## src/hw/rv_decode_cfg.svh

```systemverilog
`ifndef RV_DECODE_CFG_SVH
`define RV_DECODE_CFG_SVH

// data and address width of the core
`define RV_XLEN 32

// records the decode queue can hold
`define RV_QUEUE_DEPTH 2

// exception cause reported for an invalid instruction
`define RV_CAUSE_ILLEGAL 4'd2

`endif

```

## src/hw/rv_decode_pkg.sv

```systemverilog
`include "rv_decode_cfg.svh"

package rv_decode_pkg;

    // major opcodes in bits 6 to 2 of the word
    typedef enum logic [4:0] {
        opc_load   = 5'b00000,
        opc_op_imm = 5'b00100,
        opc_auipc  = 5'b00101,
        opc_store  = 5'b01000,
        opc_op     = 5'b01100,
        opc_lui    = 5'b01101,
        opc_branch = 5'b11000,
        opc_jalr   = 5'b11001,
        opc_jal    = 5'b11011,
        opc_system = 5'b11100,
        opc_custom = 5'b11111
    } opcode_e;

    typedef enum logic [3:0] {
        cls_alu_reg,
        cls_alu_imm,
        cls_branch,
        cls_jal,
        cls_jalr,
        cls_lui,
        cls_auipc,
        cls_load,
        cls_store,
        cls_csr,
        cls_system,
        cls_custom,
        cls_illegal
    } op_class_e;

    typedef enum logic [5:0] {
        op_none,
        op_add, op_sub, op_sll, op_slt, op_sltu,
        op_xor, op_srl, op_sra, op_or, op_and,
        op_addi, op_slti, op_sltiu, op_xori, op_ori,
        op_andi, op_slli, op_srli, op_srai,
        op_beq, op_bne, op_blt, op_bge, op_bltu, op_bgeu,
        op_jal, op_jalr, op_lui, op_auipc,
        op_lb, op_lh, op_lw, op_lbu, op_lhu,
        op_sb, op_sh, op_sw,
        op_csrrw, op_csrrs, op_csrrc, op_csrrwi, op_csrrsi, op_csrrci,
        op_ecall, op_ebreak, op_mret, op_sret, op_wfi,
        op_custom
    } op_e;

    typedef struct packed {
        logic [`RV_XLEN-1:0] pc;
        logic [31:0]         word;
    } fetch_t;

    typedef struct packed {
        op_class_e op_class;
        op_e       op;
        logic      illegal;
    } op_dec_t;

    typedef struct packed {
        logic [4:0]          rd;
        logic [4:0]          rs1;
        logic [4:0]          rs2;
        logic [`RV_XLEN-1:0] imm;
        logic [`RV_XLEN-1:0] target;
    } operand_t;

    typedef struct packed {
        logic [`RV_XLEN-1:0] pc;
        op_class_e           op_class;
        op_e                 op;
        logic [4:0]          rd;
        logic [4:0]          rs1;
        logic [4:0]          rs2;
        logic [`RV_XLEN-1:0] imm;
        logic [`RV_XLEN-1:0] target;
        logic [3:0]          cause; // 0 when legal
    } decoded_t;

endpackage

```

## src/hw/rv_decode_queue.sv

```systemverilog
`include "rv_decode_cfg.svh"

module rv_decode_queue (
    input  logic                    clk,
    input  logic                    rst,
    input  logic                    in_valid,
    output logic                    in_ready,
    input  logic [`RV_XLEN-1:0]     pc,
    input  rv_decode_pkg::op_dec_t  dec,
    input  rv_decode_pkg::operand_t opnd,
    output logic                    out_valid,
    input  logic                    out_ready,
    output rv_decode_pkg::decoded_t out_data
);
    import rv_decode_pkg::*;

    localparam int ptr_w = (`RV_QUEUE_DEPTH > 1) ? $clog2(`RV_QUEUE_DEPTH) : 1;
    localparam int cnt_w = $clog2(`RV_QUEUE_DEPTH + 1);

    decoded_t         rec;
    decoded_t         mem [`RV_QUEUE_DEPTH];
    logic [ptr_w-1:0] wr_ptr;
    logic [ptr_w-1:0] rd_ptr;
    logic [cnt_w-1:0] count;
    logic             push;
    logic             pop;

    function automatic logic [ptr_w-1:0] next_ptr(input logic [ptr_w-1:0] p);
        next_ptr = (p == ptr_w'(`RV_QUEUE_DEPTH - 1)) ? '0 : p + 1'b1;
    endfunction

    always_comb begin
        rec.pc       = pc;
        rec.op_class = dec.op_class;
        rec.op       = dec.op;
        rec.rd       = opnd.rd;
        rec.rs1      = opnd.rs1;
        rec.rs2      = opnd.rs2;
        rec.imm      = opnd.imm;
        rec.target   = opnd.target;
        rec.cause    = '0;
        if (dec.illegal) begin
            rec.op_class = cls_illegal;
            rec.op       = op_none;
            rec.rd       = '0;
            rec.rs1      = '0;
            rec.rs2      = '0;
            rec.imm      = '0;
            rec.target   = '0;
            rec.cause    = `RV_CAUSE_ILLEGAL; // pc is kept
        end
    end

    assign in_ready  = (count < cnt_w'(`RV_QUEUE_DEPTH));
    assign out_valid = (count != '0);
    assign out_data  = mem[rd_ptr];
    assign push      = in_valid && in_ready;
    assign pop       = out_valid && out_ready;

    always_ff @(posedge clk) begin
        if (push) begin
            mem[wr_ptr] <= rec;
        end
    end

    always_ff @(posedge clk) begin
        if (rst) begin
            wr_ptr <= '0;
            rd_ptr <= '0;
            count  <= '0;
        end else begin
            if (push) begin
                wr_ptr <= next_ptr(wr_ptr);
            end
            if (pop) begin
                rd_ptr <= next_ptr(rd_ptr);
            end
            case ({push, pop})
                2'b10:   count <= count + 1'b1;
                2'b01:   count <= count - 1'b1;
                default: count <= count; // idle or pass-through
            endcase
        end
    end

endmodule

```

## src/hw/rv_decode_top.sv

```systemverilog
module rv_decode_top (
    input  logic                    clk,
    input  logic                    rst,
    input  logic                    in_valid,
    output logic                    in_ready,
    input  rv_decode_pkg::fetch_t   in_data,
    output logic                    out_valid,
    input  logic                    out_ready,
    output rv_decode_pkg::decoded_t out_data
);
    import rv_decode_pkg::*;

    op_dec_t  dec;
    operand_t opnd;

    rv_op_decoder i_op_decoder (
        .inst (in_data),
        .dec  (dec)
    );

    rv_operand_extract i_operand_extract (
        .inst (in_data),
        .opnd (opnd)
    );

    rv_decode_queue i_decode_queue (
        .clk       (clk),
        .rst       (rst),
        .in_valid  (in_valid),
        .in_ready  (in_ready),
        .pc        (in_data.pc),
        .dec       (dec),
        .opnd      (opnd),
        .out_valid (out_valid),
        .out_ready (out_ready),
        .out_data  (out_data)
    );

endmodule

```

## src/hw/rv_op_decoder.sv

```systemverilog
module rv_op_decoder (
    input  rv_decode_pkg::fetch_t  inst,
    output rv_decode_pkg::op_dec_t dec
);
    import rv_decode_pkg::*;

    opcode_e    opcode;
    logic [2:0] funct3;
    logic [6:0] funct7;
    op_class_e  cls;
    op_e        op;
    logic       bad;

    assign opcode = opcode_e'(inst.word[6:2]);
    assign funct3 = inst.word[14:12];
    assign funct7 = inst.word[31:25];

    always_comb begin
        cls = cls_illegal;
        op  = op_none;
        bad = 1'b0;
        if (inst.word[1:0] != 2'b11) begin
            bad = 1'b1; // compressed or malformed
        end else begin
            case (opcode)
                opc_op: begin
                    cls = cls_alu_reg;
                    case (funct3)
                        3'b000:  op = inst.word[30] ? op_sub : op_add;
                        3'b001:  op = op_sll;
                        3'b010:  op = op_slt;
                        3'b011:  op = op_sltu;
                        3'b100:  op = op_xor;
                        3'b101:  op = inst.word[30] ? op_sra : op_srl;
                        3'b110:  op = op_or;
                        default: op = op_and;
                    endcase
                end
                opc_op_imm: begin
                    cls = cls_alu_imm;
                    case (funct3)
                        3'b000: op = op_addi;
                        3'b001: begin
                            op  = op_slli;
                            bad = (funct7 != 7'b0000000);
                        end
                        3'b010: op = op_slti;
                        3'b011: op = op_sltiu;
                        3'b100: op = op_xori;
                        3'b101: begin
                            if (funct7 == 7'b0000000) begin
                                op = op_srli;
                            end else if (funct7 == 7'b0100000) begin
                                op = op_srai;
                            end else begin
                                bad = 1'b1; // bad shift funct7
                            end
                        end
                        3'b110:  op = op_ori;
                        default: op = op_andi;
                    endcase
                end
                opc_branch: begin
                    cls = cls_branch;
                    case (funct3)
                        3'b000:  op = op_beq;
                        3'b001:  op = op_bne;
                        3'b100:  op = op_blt;
                        3'b101:  op = op_bge;
                        3'b110:  op = op_bltu;
                        3'b111:  op = op_bgeu;
                        default: bad = 1'b1;
                    endcase
                end
                opc_jalr: begin
                    cls = cls_jalr;
                    op  = op_jalr;
                    bad = (funct3 != 3'b000);
                end
                opc_jal: begin
                    cls = cls_jal;
                    op  = op_jal;
                end
                opc_lui: begin
                    cls = cls_lui;
                    op  = op_lui;
                end
                opc_auipc: begin
                    cls = cls_auipc;
                    op  = op_auipc;
                end
                opc_load: begin
                    cls = cls_load;
                    case (funct3)
                        3'b000:  op = op_lb;
                        3'b001:  op = op_lh;
                        3'b010:  op = op_lw;
                        3'b100:  op = op_lbu;
                        3'b101:  op = op_lhu;
                        default: bad = 1'b1;
                    endcase
                end
                opc_store: begin
                    cls = cls_store;
                    case (funct3)
                        3'b000:  op = op_sb;
                        3'b001:  op = op_sh;
                        3'b010:  op = op_sw;
                        default: bad = 1'b1;
                    endcase
                end
                opc_system: begin
                    if (funct3 == 3'b000) begin
                        cls = cls_system;
                        case (inst.word) // only exact encodings
                            32'h00000073: op = op_ecall;
                            32'h00100073: op = op_ebreak;
                            32'h30200073: op = op_mret;
                            32'h10200073: op = op_sret;
                            32'h10500073: op = op_wfi;
                            default:      bad = 1'b1;
                        endcase
                    end else begin
                        cls = cls_csr;
                        case (funct3)
                            3'b001:  op = op_csrrw;
                            3'b010:  op = op_csrrs;
                            3'b011:  op = op_csrrc;
                            3'b101:  op = op_csrrwi;
                            3'b110:  op = op_csrrsi;
                            3'b111:  op = op_csrrci;
                            default: bad = 1'b1;
                        endcase
                    end
                end
                opc_custom: begin
                    cls = cls_custom;
                    op  = op_custom;
                end
                default: bad = 1'b1;
            endcase
        end
    end

    assign dec.illegal  = bad;
    assign dec.op_class = bad ? cls_illegal : cls;
    assign dec.op       = bad ? op_none : op;

endmodule

```

## src/hw/rv_operand_extract.sv

```systemverilog
`include "rv_decode_cfg.svh"

module rv_operand_extract (
    input  rv_decode_pkg::fetch_t   inst,
    output rv_decode_pkg::operand_t opnd
);
    import rv_decode_pkg::*;

    logic [31:0]         w;
    opcode_e             opcode;
    logic [`RV_XLEN-1:0] imm;

    assign w      = inst.word;
    assign opcode = opcode_e'(w[6:2]);

    always_comb begin
        case (opcode)
            opc_op_imm, opc_load, opc_jalr, opc_system: begin
                imm = {{20{w[31]}}, w[31:20]}; // I format
            end
            opc_store: begin
                imm = {{20{w[31]}}, w[31:25], w[11:7]}; // S format
            end
            opc_branch: begin
                imm = {{19{w[31]}}, w[31], w[7], w[30:25], w[11:8], 1'b0};
            end
            opc_lui, opc_auipc: begin
                imm = {w[31:12], 12'b0};
            end
            opc_jal: begin
                imm = {{11{w[31]}}, w[31], w[19:12], w[20], w[30:21], 1'b0};
            end
            default: begin
                imm = '0; // R-type, custom
            end
        endcase
    end

    assign opnd.rd     = w[11:7];
    assign opnd.rs1    = w[19:15];
    assign opnd.rs2    = w[24:20];
    assign opnd.imm    = imm;
    assign opnd.target = inst.pc + imm; // branch, jump or auipc value

endmodule

```

## config.mk

```make
export PLATFORM = sky130hd
export DESIGN_NAME = rv_decode_top
export DESIGN_NICKNAME = d
export VERILOG_FILES = /design/src/hw/rv_decode_pkg.sv /design/src/hw/rv_decode_queue.sv /design/src/hw/rv_decode_top.sv /design/src/hw/rv_op_decoder.sv /design/src/hw/rv_operand_extract.sv
export VERILOG_INCLUDE_DIRS = /design/src /design/src/hw
export SDC_FILE = /design/constraint.sdc
export NUM_CORES = 1
export LEC_CHECK = 0
export BUFFER_PORTS_ARGS = -buffer_cell sky130_fd_sc_hd__buf_4
export CAP_MARGIN = 10
export CORE_UTILIZATION = 45
export CTS_CLUSTER_SIZE = 14
export DETAILED_ROUTE_END_ITERATION = 7
export PLACE_DENSITY_LB_ADDON = 0.08
export SYNTH_ARGS = -nofsm -noshare
export SYNTH_HDL_FRONTEND = slang
export SYNTH_HIERARCHICAL = 1
export SYNTH_SLANG_ARGS = --single-unit
```

## constraint.sdc

```tcl
create_clock -name clk -period 17.2 [get_ports clk]
set_clock_uncertainty 0.2 [all_clocks]
set_input_delay 0.86 -clock clk [delete_from_list [all_inputs] [get_ports clk]]
set_output_delay 0.86 -clock clk [all_outputs]
set_load 0.05 [all_outputs]
```

==> metrics.cfg, run 1 <==
[outcome]
status=finished clean

[sta]
final_max_slew_viol_count=0
hold_ws_ns=0.3089
slew_headroom_pct=27.45
hold_viol=0
post-route-period-util_pct=27.66
clock.fmax_mhz=210.2
worst_slew_pin_slew_ns=1.088
min_period_ns=4.758
rsz0062_at_grt=false
final.setup.tns_ns=0
setup_violations=0

[hold_path]
hp-class=in2reg

[clocking]
clk_pin_slew_ns=0.06
clock-sinks=249
htree_levels=1
clk_latency_ns=0.54
cts_tree=done
ctsHoldBuffers=0
ctsResizeCount=0
cts_buffers=28
cts-root-buf=clkbuf_16
clockBufferDepth=3
cts_setup_buffers=0

[drt]
totalWireLength_um=33460
ant_nets=0
viasPerCell=5.585
drt_iter0_markers=700
num_vias=9149
drtPass1Iterations=5
routedWlPerCell_um=20.43
drc=0

[cells_and_area]
final_common_cell=edfxtp_1
drive_gt1_share_pct=30.25
layout_common_cells=244 x edfxtp_1, 195 x buf_4, 108 x mux2_2
final_core_util_pct=54.14
fin_nets=1334
fill_cells=2558
syn_to_final_growth_pct=17.23
final_cell_area_um2=15710

[synth]
ys_types=88
synth_mux_area_share_pct=10.76
synth_edf_count=244
syn_inst=1086
yosys.area_share.simple_pct=13.88
synth-seq-cells=249
synth-adder-area-share_pct=3.222
netlist_area_um2=13400
syn_avg_cell_area_um2=12.34
yosys_most_used_dff=edfxtp_1
ys_seq_area_share_pct=55.43
synth_compound_area_share_pct=10.49
synth_top_family_by_area=simple AND/OR/NAND/NOR gates
async_reset_ff_share_pct=0
synth_xor_area_share_pct=2.026
yosys_warnings=6

[worst_setup_path]
crit_arrival_ns=4.94
crit_path_start_kind=primary input
slowest_delay_ns=0.69
crit_fanout=24
crit_family=compound AO/OA/AOI/OAI gates
worstPathRequired_ns=17.39
critical_path.cell_chain=buf_4 > nor4b_2 > nand2_1 > o21ai_0 > ha_1 > inv_1 > fa_1 > and2b_4 > o2111ai_4 > a211oi_2 > o2111ai_1 > mux2i_1 > a211oi_1 > nor2b_1
crit_buf_inv=2
crit_path_top_delay_cell=nor4b_2
worstSetupPathType=in2reg
cp-end-kind=flip-flop

[global_route]
track_usage_pct=21.58
grt-ovfl-total=0
grt_max_degree=123
grt_pass1_wl_um=50630
antenna_found_initial=1
grt_pass1_vias=8522

[pwr]
p_seq_share_pct=35.7
power.share.combinational_pct=41.7
intPower_uw=1408
switching_share_pct=39.86
peakVddDrop_uv=91.77
power_density_nw_per_um2=149.1
power_switching_uw=933.5
fin_total_pwr_uw=2342
p_leak_uw=0.005815
p_clk_share_pct=22.6

[die]
chipHeight_um=174.6
core_um2=29010
die_x_um=174.6
rows=62
io_pins=195
dieArea_um2=30470
start_util_pct=46.18

[place]
hpwl_um=23330
portBuffers=191
dpl-instance-area_um2=14890
gp_congestion=0.8900

[run]
drv_cap=0

==> sequential cells by signal (all words and copies together) (netlist names), named ones only <==
| register | cells |
|---|---|
| i_decode_queue/rd_ptr | 1 |
| i_decode_queue/wr_ptr | 1 |
| i_decode_queue/count | 2 |
| i_decode_queue/mem | 244 |
==> cell families (layout without fill, tap and decap cells) <==
family	count (synthesis)	in the layout
AOI/OAI and AO/OA	202	202
buffers and inverters	97	262
muxes	125	125
DFF	249	249
other	1	4
adders and majority gates	34	34
and+or+nand+nor	347	347
xor gates and xnor gates	31	31
==> worst paths after layout <==
check,startpoint,endpoint,slack (ns),cells past startpoint
worst max-delay path,in_data[5],i_decode_queue/mem[0][32],12.44,14
worst min-delay path,in_data[36],i_decode_queue/mem[0][97],0.31,1
worst max register to register,i_decode_queue/wr_ptr,i_decode_queue/mem[1][83],14.51,2
worst min register to register,i_decode_queue/rd_ptr,flip-flop,0.32,2
==> metal layers <==
metal  vias to the layer above  track usage (%)  wire [um]
li1                       4345                -          -
met1                      4472            30.96      15450
met2                       293            34.10      15300
met3                        39            3.587       2017
met4                         0            5.181        696
met5                         -                0          0
==> layout make-up <==
cell class,instances,area [um^2],area share (%)
diodes,1,2.502,0.01593
clock buffers,36,730.7,4.652
clock inverters,14,85.08,0.5417
inverters,16,60.06,0.3823
multi-input cells,742,5434,34.59
flip-flops and latches,249,7431,47.31
well taps,384,480.5,3.059
repair buffers,196,1484,9.447
==> power groups by stage <==
stage	Clock, uW	Combinational (uW)	Sequential [uW]
final	530	976	835
after global routing	565	1020	848
after CTS	545	984	838
after detailed placement	0	980	850
after global placement	0	984	846
after floorplan	0	739	839
==> cells in the mapped netlist (8+ instances only) <==
cell type | count | area (um^2)
nor2_1 | 51 | 191.4
buf_4 | 20 | 150.1
a31oi_1 | 11 | 68.82
ha_1 | 32 | 400.4
buf_6 | 11 | 123.9
nor3_1 | 20 | 100.1
buf_2 | 22 | 110.1
nand2_1 | 81 | 304.0
a21oi_1 | 46 | 230.2
mux2_4 | 10 | 150.1
nor2b_1 | 104 | 650.6
nand3_1 | 16 | 80.08
a211oi_1 | 11 | 82.58
o21ai_1 | 8 | 40.04
nand2b_1 | 9 | 56.30
xnor2_1 | 17 | 148.9
edfxtp_1 | 244 | 7327
o21ai_0 | 34 | 170.2
nand4_1 | 16 | 100.1
mux2_2 | 108 | 1216
a21o_1 | 19 | 142.6
inv_1 | 16 | 60.06
xor2_1 | 14 | 122.6
clkbuf_1 | 26 | 97.59
==> through the flow <==
step / std cells / setup WS (ns)
floorplan: 1088 / 10.36
finish: 1638 / 12.44
global route: 1638 / 12.22
global placement: 1587 / 11.87
detailed placement: 1587 / 11.89
CTS: 1637 / 12.45
Power figures use the tool's default switching activity.
==> run 2, diff against run 1 <==
- clock period: 17.2 -> 4.8 ns (I/O delays scaled with it)
==> run 2 against run 1 <==
  * Via count is 2.4% higher
  * Non-clock buffer count is 57 higher
  * Setup slack got worse by 11 ns
  * Hold slack got worse by 0.24 ns
  * Sequential share of layout area is 1.7 points lower
  * Power increased to 3.6 times the previous value
  * Critical path depth shrank 1
  * Clock power increased to 3.7 times the previous value
  * Utilization grew 2.0 points
==> metrics.cfg, run 2 (synthesis gave the netlist of run 1 again) <==
[drt]
viasPerCell=5.532  ; -0.96%
met1_length_um=16690  ; +8.1%
maxUsedRoutingLayer=met4
wl_met2_um=15960  ; +4.3%
drt_iter0_markers=630  ; -10%
drc=0  ; unchanged
drtPass1Iterations=4  ; -1
routedWlPerCell_um=20.79  ; +1.8%
num_vias=9365  ; +2.4%
totalWireLength_um=35200  ; +5.2%
dr_wl_met3_um=1607  ; -20%
ant_nets=0  ; unchanged

[worst_setup_path]
crit_arrival_ns=3.60  ; -1.34 ns
cp-end-kind=flip-flop
crit_fanout=24  ; unchanged
crit_path_start_kind=primary input
worstSetupPathType=in2reg
worstPathRequired_ns=4.88  ; -12.51 ns

[clocking]
clockBufferDepth=3  ; unchanged
clk_latency_ns=0.53  ; about the same
ctsResizeCount=0  ; unchanged
clock-sinks=249  ; unchanged
cts_tree=done
clk_pin_slew_ns=0.06  ; about the same
cts-root-buf=clkbuf_16
htree_levels=1  ; unchanged
cts_buffers=27  ; -3.6%
ctsHoldBuffers=51  ; +51
cts_setup_buffers=0  ; unchanged

[die]
start_util_pct=46.18  ; unchanged
chipHeight_um=174.6  ; unchanged
io_pins=195  ; unchanged
dieArea_um2=30470  ; unchanged
die_x_um=174.6  ; unchanged
rows=62  ; unchanged
core_um2=29010  ; unchanged

[pwr]
intPower_uw=5153  ; +270%
switching_share_pct=39.48  ; -0.39 points
p_seq_share_pct=35.1  ; -0.6 points
power_density_nw_per_um2=522.4  ; +250%
power.share.combinational_pct=42.0  ; +0.3 points
peakVddDrop_uv=472.2  ; +410%
p_leak_uw=0.006073  ; +4.4%
power_switching_uw=3361  ; +260%
p_clk_share_pct=22.9  ; +0.3 points

[global_route]
grt_max_degree=123  ; unchanged
grt_pass1_wl_um=53830  ; +6.3%
grt-ovfl-total=0  ; unchanged
antenna_found_initial=0  ; -1
track_usage_pct=22.75  ; +1.2 points
grt_pass1_vias=9213  ; +8.1%

[cells_and_area]
n_antenna_cell=0  ; -1
drive_gt1_share_pct=29.26  ; -0.99 points
layout_common_cells=244 x edfxtp_1, 199 x buf_4, 108 x mux2_2
syn_to_final_growth_pct=21.63
fill_cells=2473  ; -3.3%
final_common_cell=edfxtp_1
reg_top3=i_decode_queue/mem x244, i_decode_queue/count x2
fin_nets=1390  ; +4.2%
largest_reg_flops=244  ; unchanged
top_register=i_decode_queue/mem

[place]
post-place-ws_ns=0.8283  ; -11.06 ns
gp_congestion=0.8759  ; -1.6%
hpwl_um=24330  ; +4.3%
portBuffers=191  ; unchanged

[sta]
final_max_slew_viol_count=0  ; unchanged
worst_slew_pin_slew_ns=0.8420  ; -0.2462 ns
clock.fmax_mhz=284.0
setup_violations=0  ; unchanged
setup_ws_ns=1.279  ; -11.16 ns
slew_headroom_pct=43.35  ; +16 points
min_period_ns=3.521
hold_viol=0  ; unchanged
post-route-period-util_pct=73.34
rsz0062_at_grt=false
final.setup.tns_ns=0  ; unchanged

[hold_path]
hp-class=in2reg

[run]
drv_cap=0  ; unchanged

[outcome]
status=finished clean

run 2: cell types whose count changed in the layout (fill, tap and decap cells not counted), moves of 2 or more:
cell	delta
dlygate4sd3_1	+51
clkbuf_8	+3
buf_4	+4
clkinv_2	-3
buf_12	+2
clkbuf_1	+2
run 2: final timing paths:
kind	start	to	slack, ns	depth (start not counted)
hold / removal	in_data[26]	i_decode_queue/mem[1][62]	0.06	4
setup / recovery	in_data[5]	i_decode_queue/mem[0][32]	1.28	13
setup reg to reg	i_decode_queue/count[1]	i_decode_queue/mem[0][123]	2.37	4
hold reg to reg	i_decode_queue/rd_ptr	i_decode_queue/rd_ptr	0.32	2
run 2: worst max-delay path, cell delays in order:
cell	delay, ns
buf_4	0.24
and2_1	0.26
nand3b_1	0.12
a21boi_1	0.51
a21o_1	0.25
ha_1	0.33
a21oi_2	0.33
o21ai_1	0.12
a221o_1	0.37
or4_1	0.42
mux2i_1	0.16
a211oi_1	0.06
nor2b_1	0.17
run 2: final cells by class:
cell class                 instances  area [um^2]  share of cell area [%]
sequential                       249         7431                   45.60
multi-input combinational        742         5434                   33.34
timing repair buffer             253         2064                   12.67
clock buffer                      40        754.5                   4.630
tap                              384        480.5                   2.948
clock inverter                     9        72.57                  0.4453
inverter                          16        60.06                  0.3685
run 2: metrics by stage:
step                      util [%]  power (uW)  instances  area, um^2  hold WS, ns
after detailed placement     51.56        6587       1593       14960       0.2410
after global routing         56.17        8825       1693       16300      0.09001
final                        56.17        8513       1693       16300      0.06477
after floorplan                  -        5633       1088       13410       0.1091
after global placement       51.56        6583       1593       14960       0.2376
after CTS                    56.17        8591       1693       16300      0.05607
run 2: metal layers:
metal | GRT usage [%] | up-vias
met5 | 0 | -
met4 | 6.775 | 0
met3 | 3.106 | 53
met2 | 35.28 | 263
met1 | 33.12 | 4590
li1 | - | 4459
run 2: power groups by stage:
| stage | sequential [uW] | clock, uW | combinational (uW) |
|---|---|---|---|
| 5_1_grt | 3030 | 2060 | 3740 |
| 4_1_cts | 2990 | 2000 | 3600 |
| 3_3_place_gp | 3020 | 0 | 3560 |
| 6_report | 2990 | 1950 | 3580 |
| 3_5_place_dp | 3040 | 0 | 3550 |
| 2_1_floorplan | 2980 | 0 | 2650 |
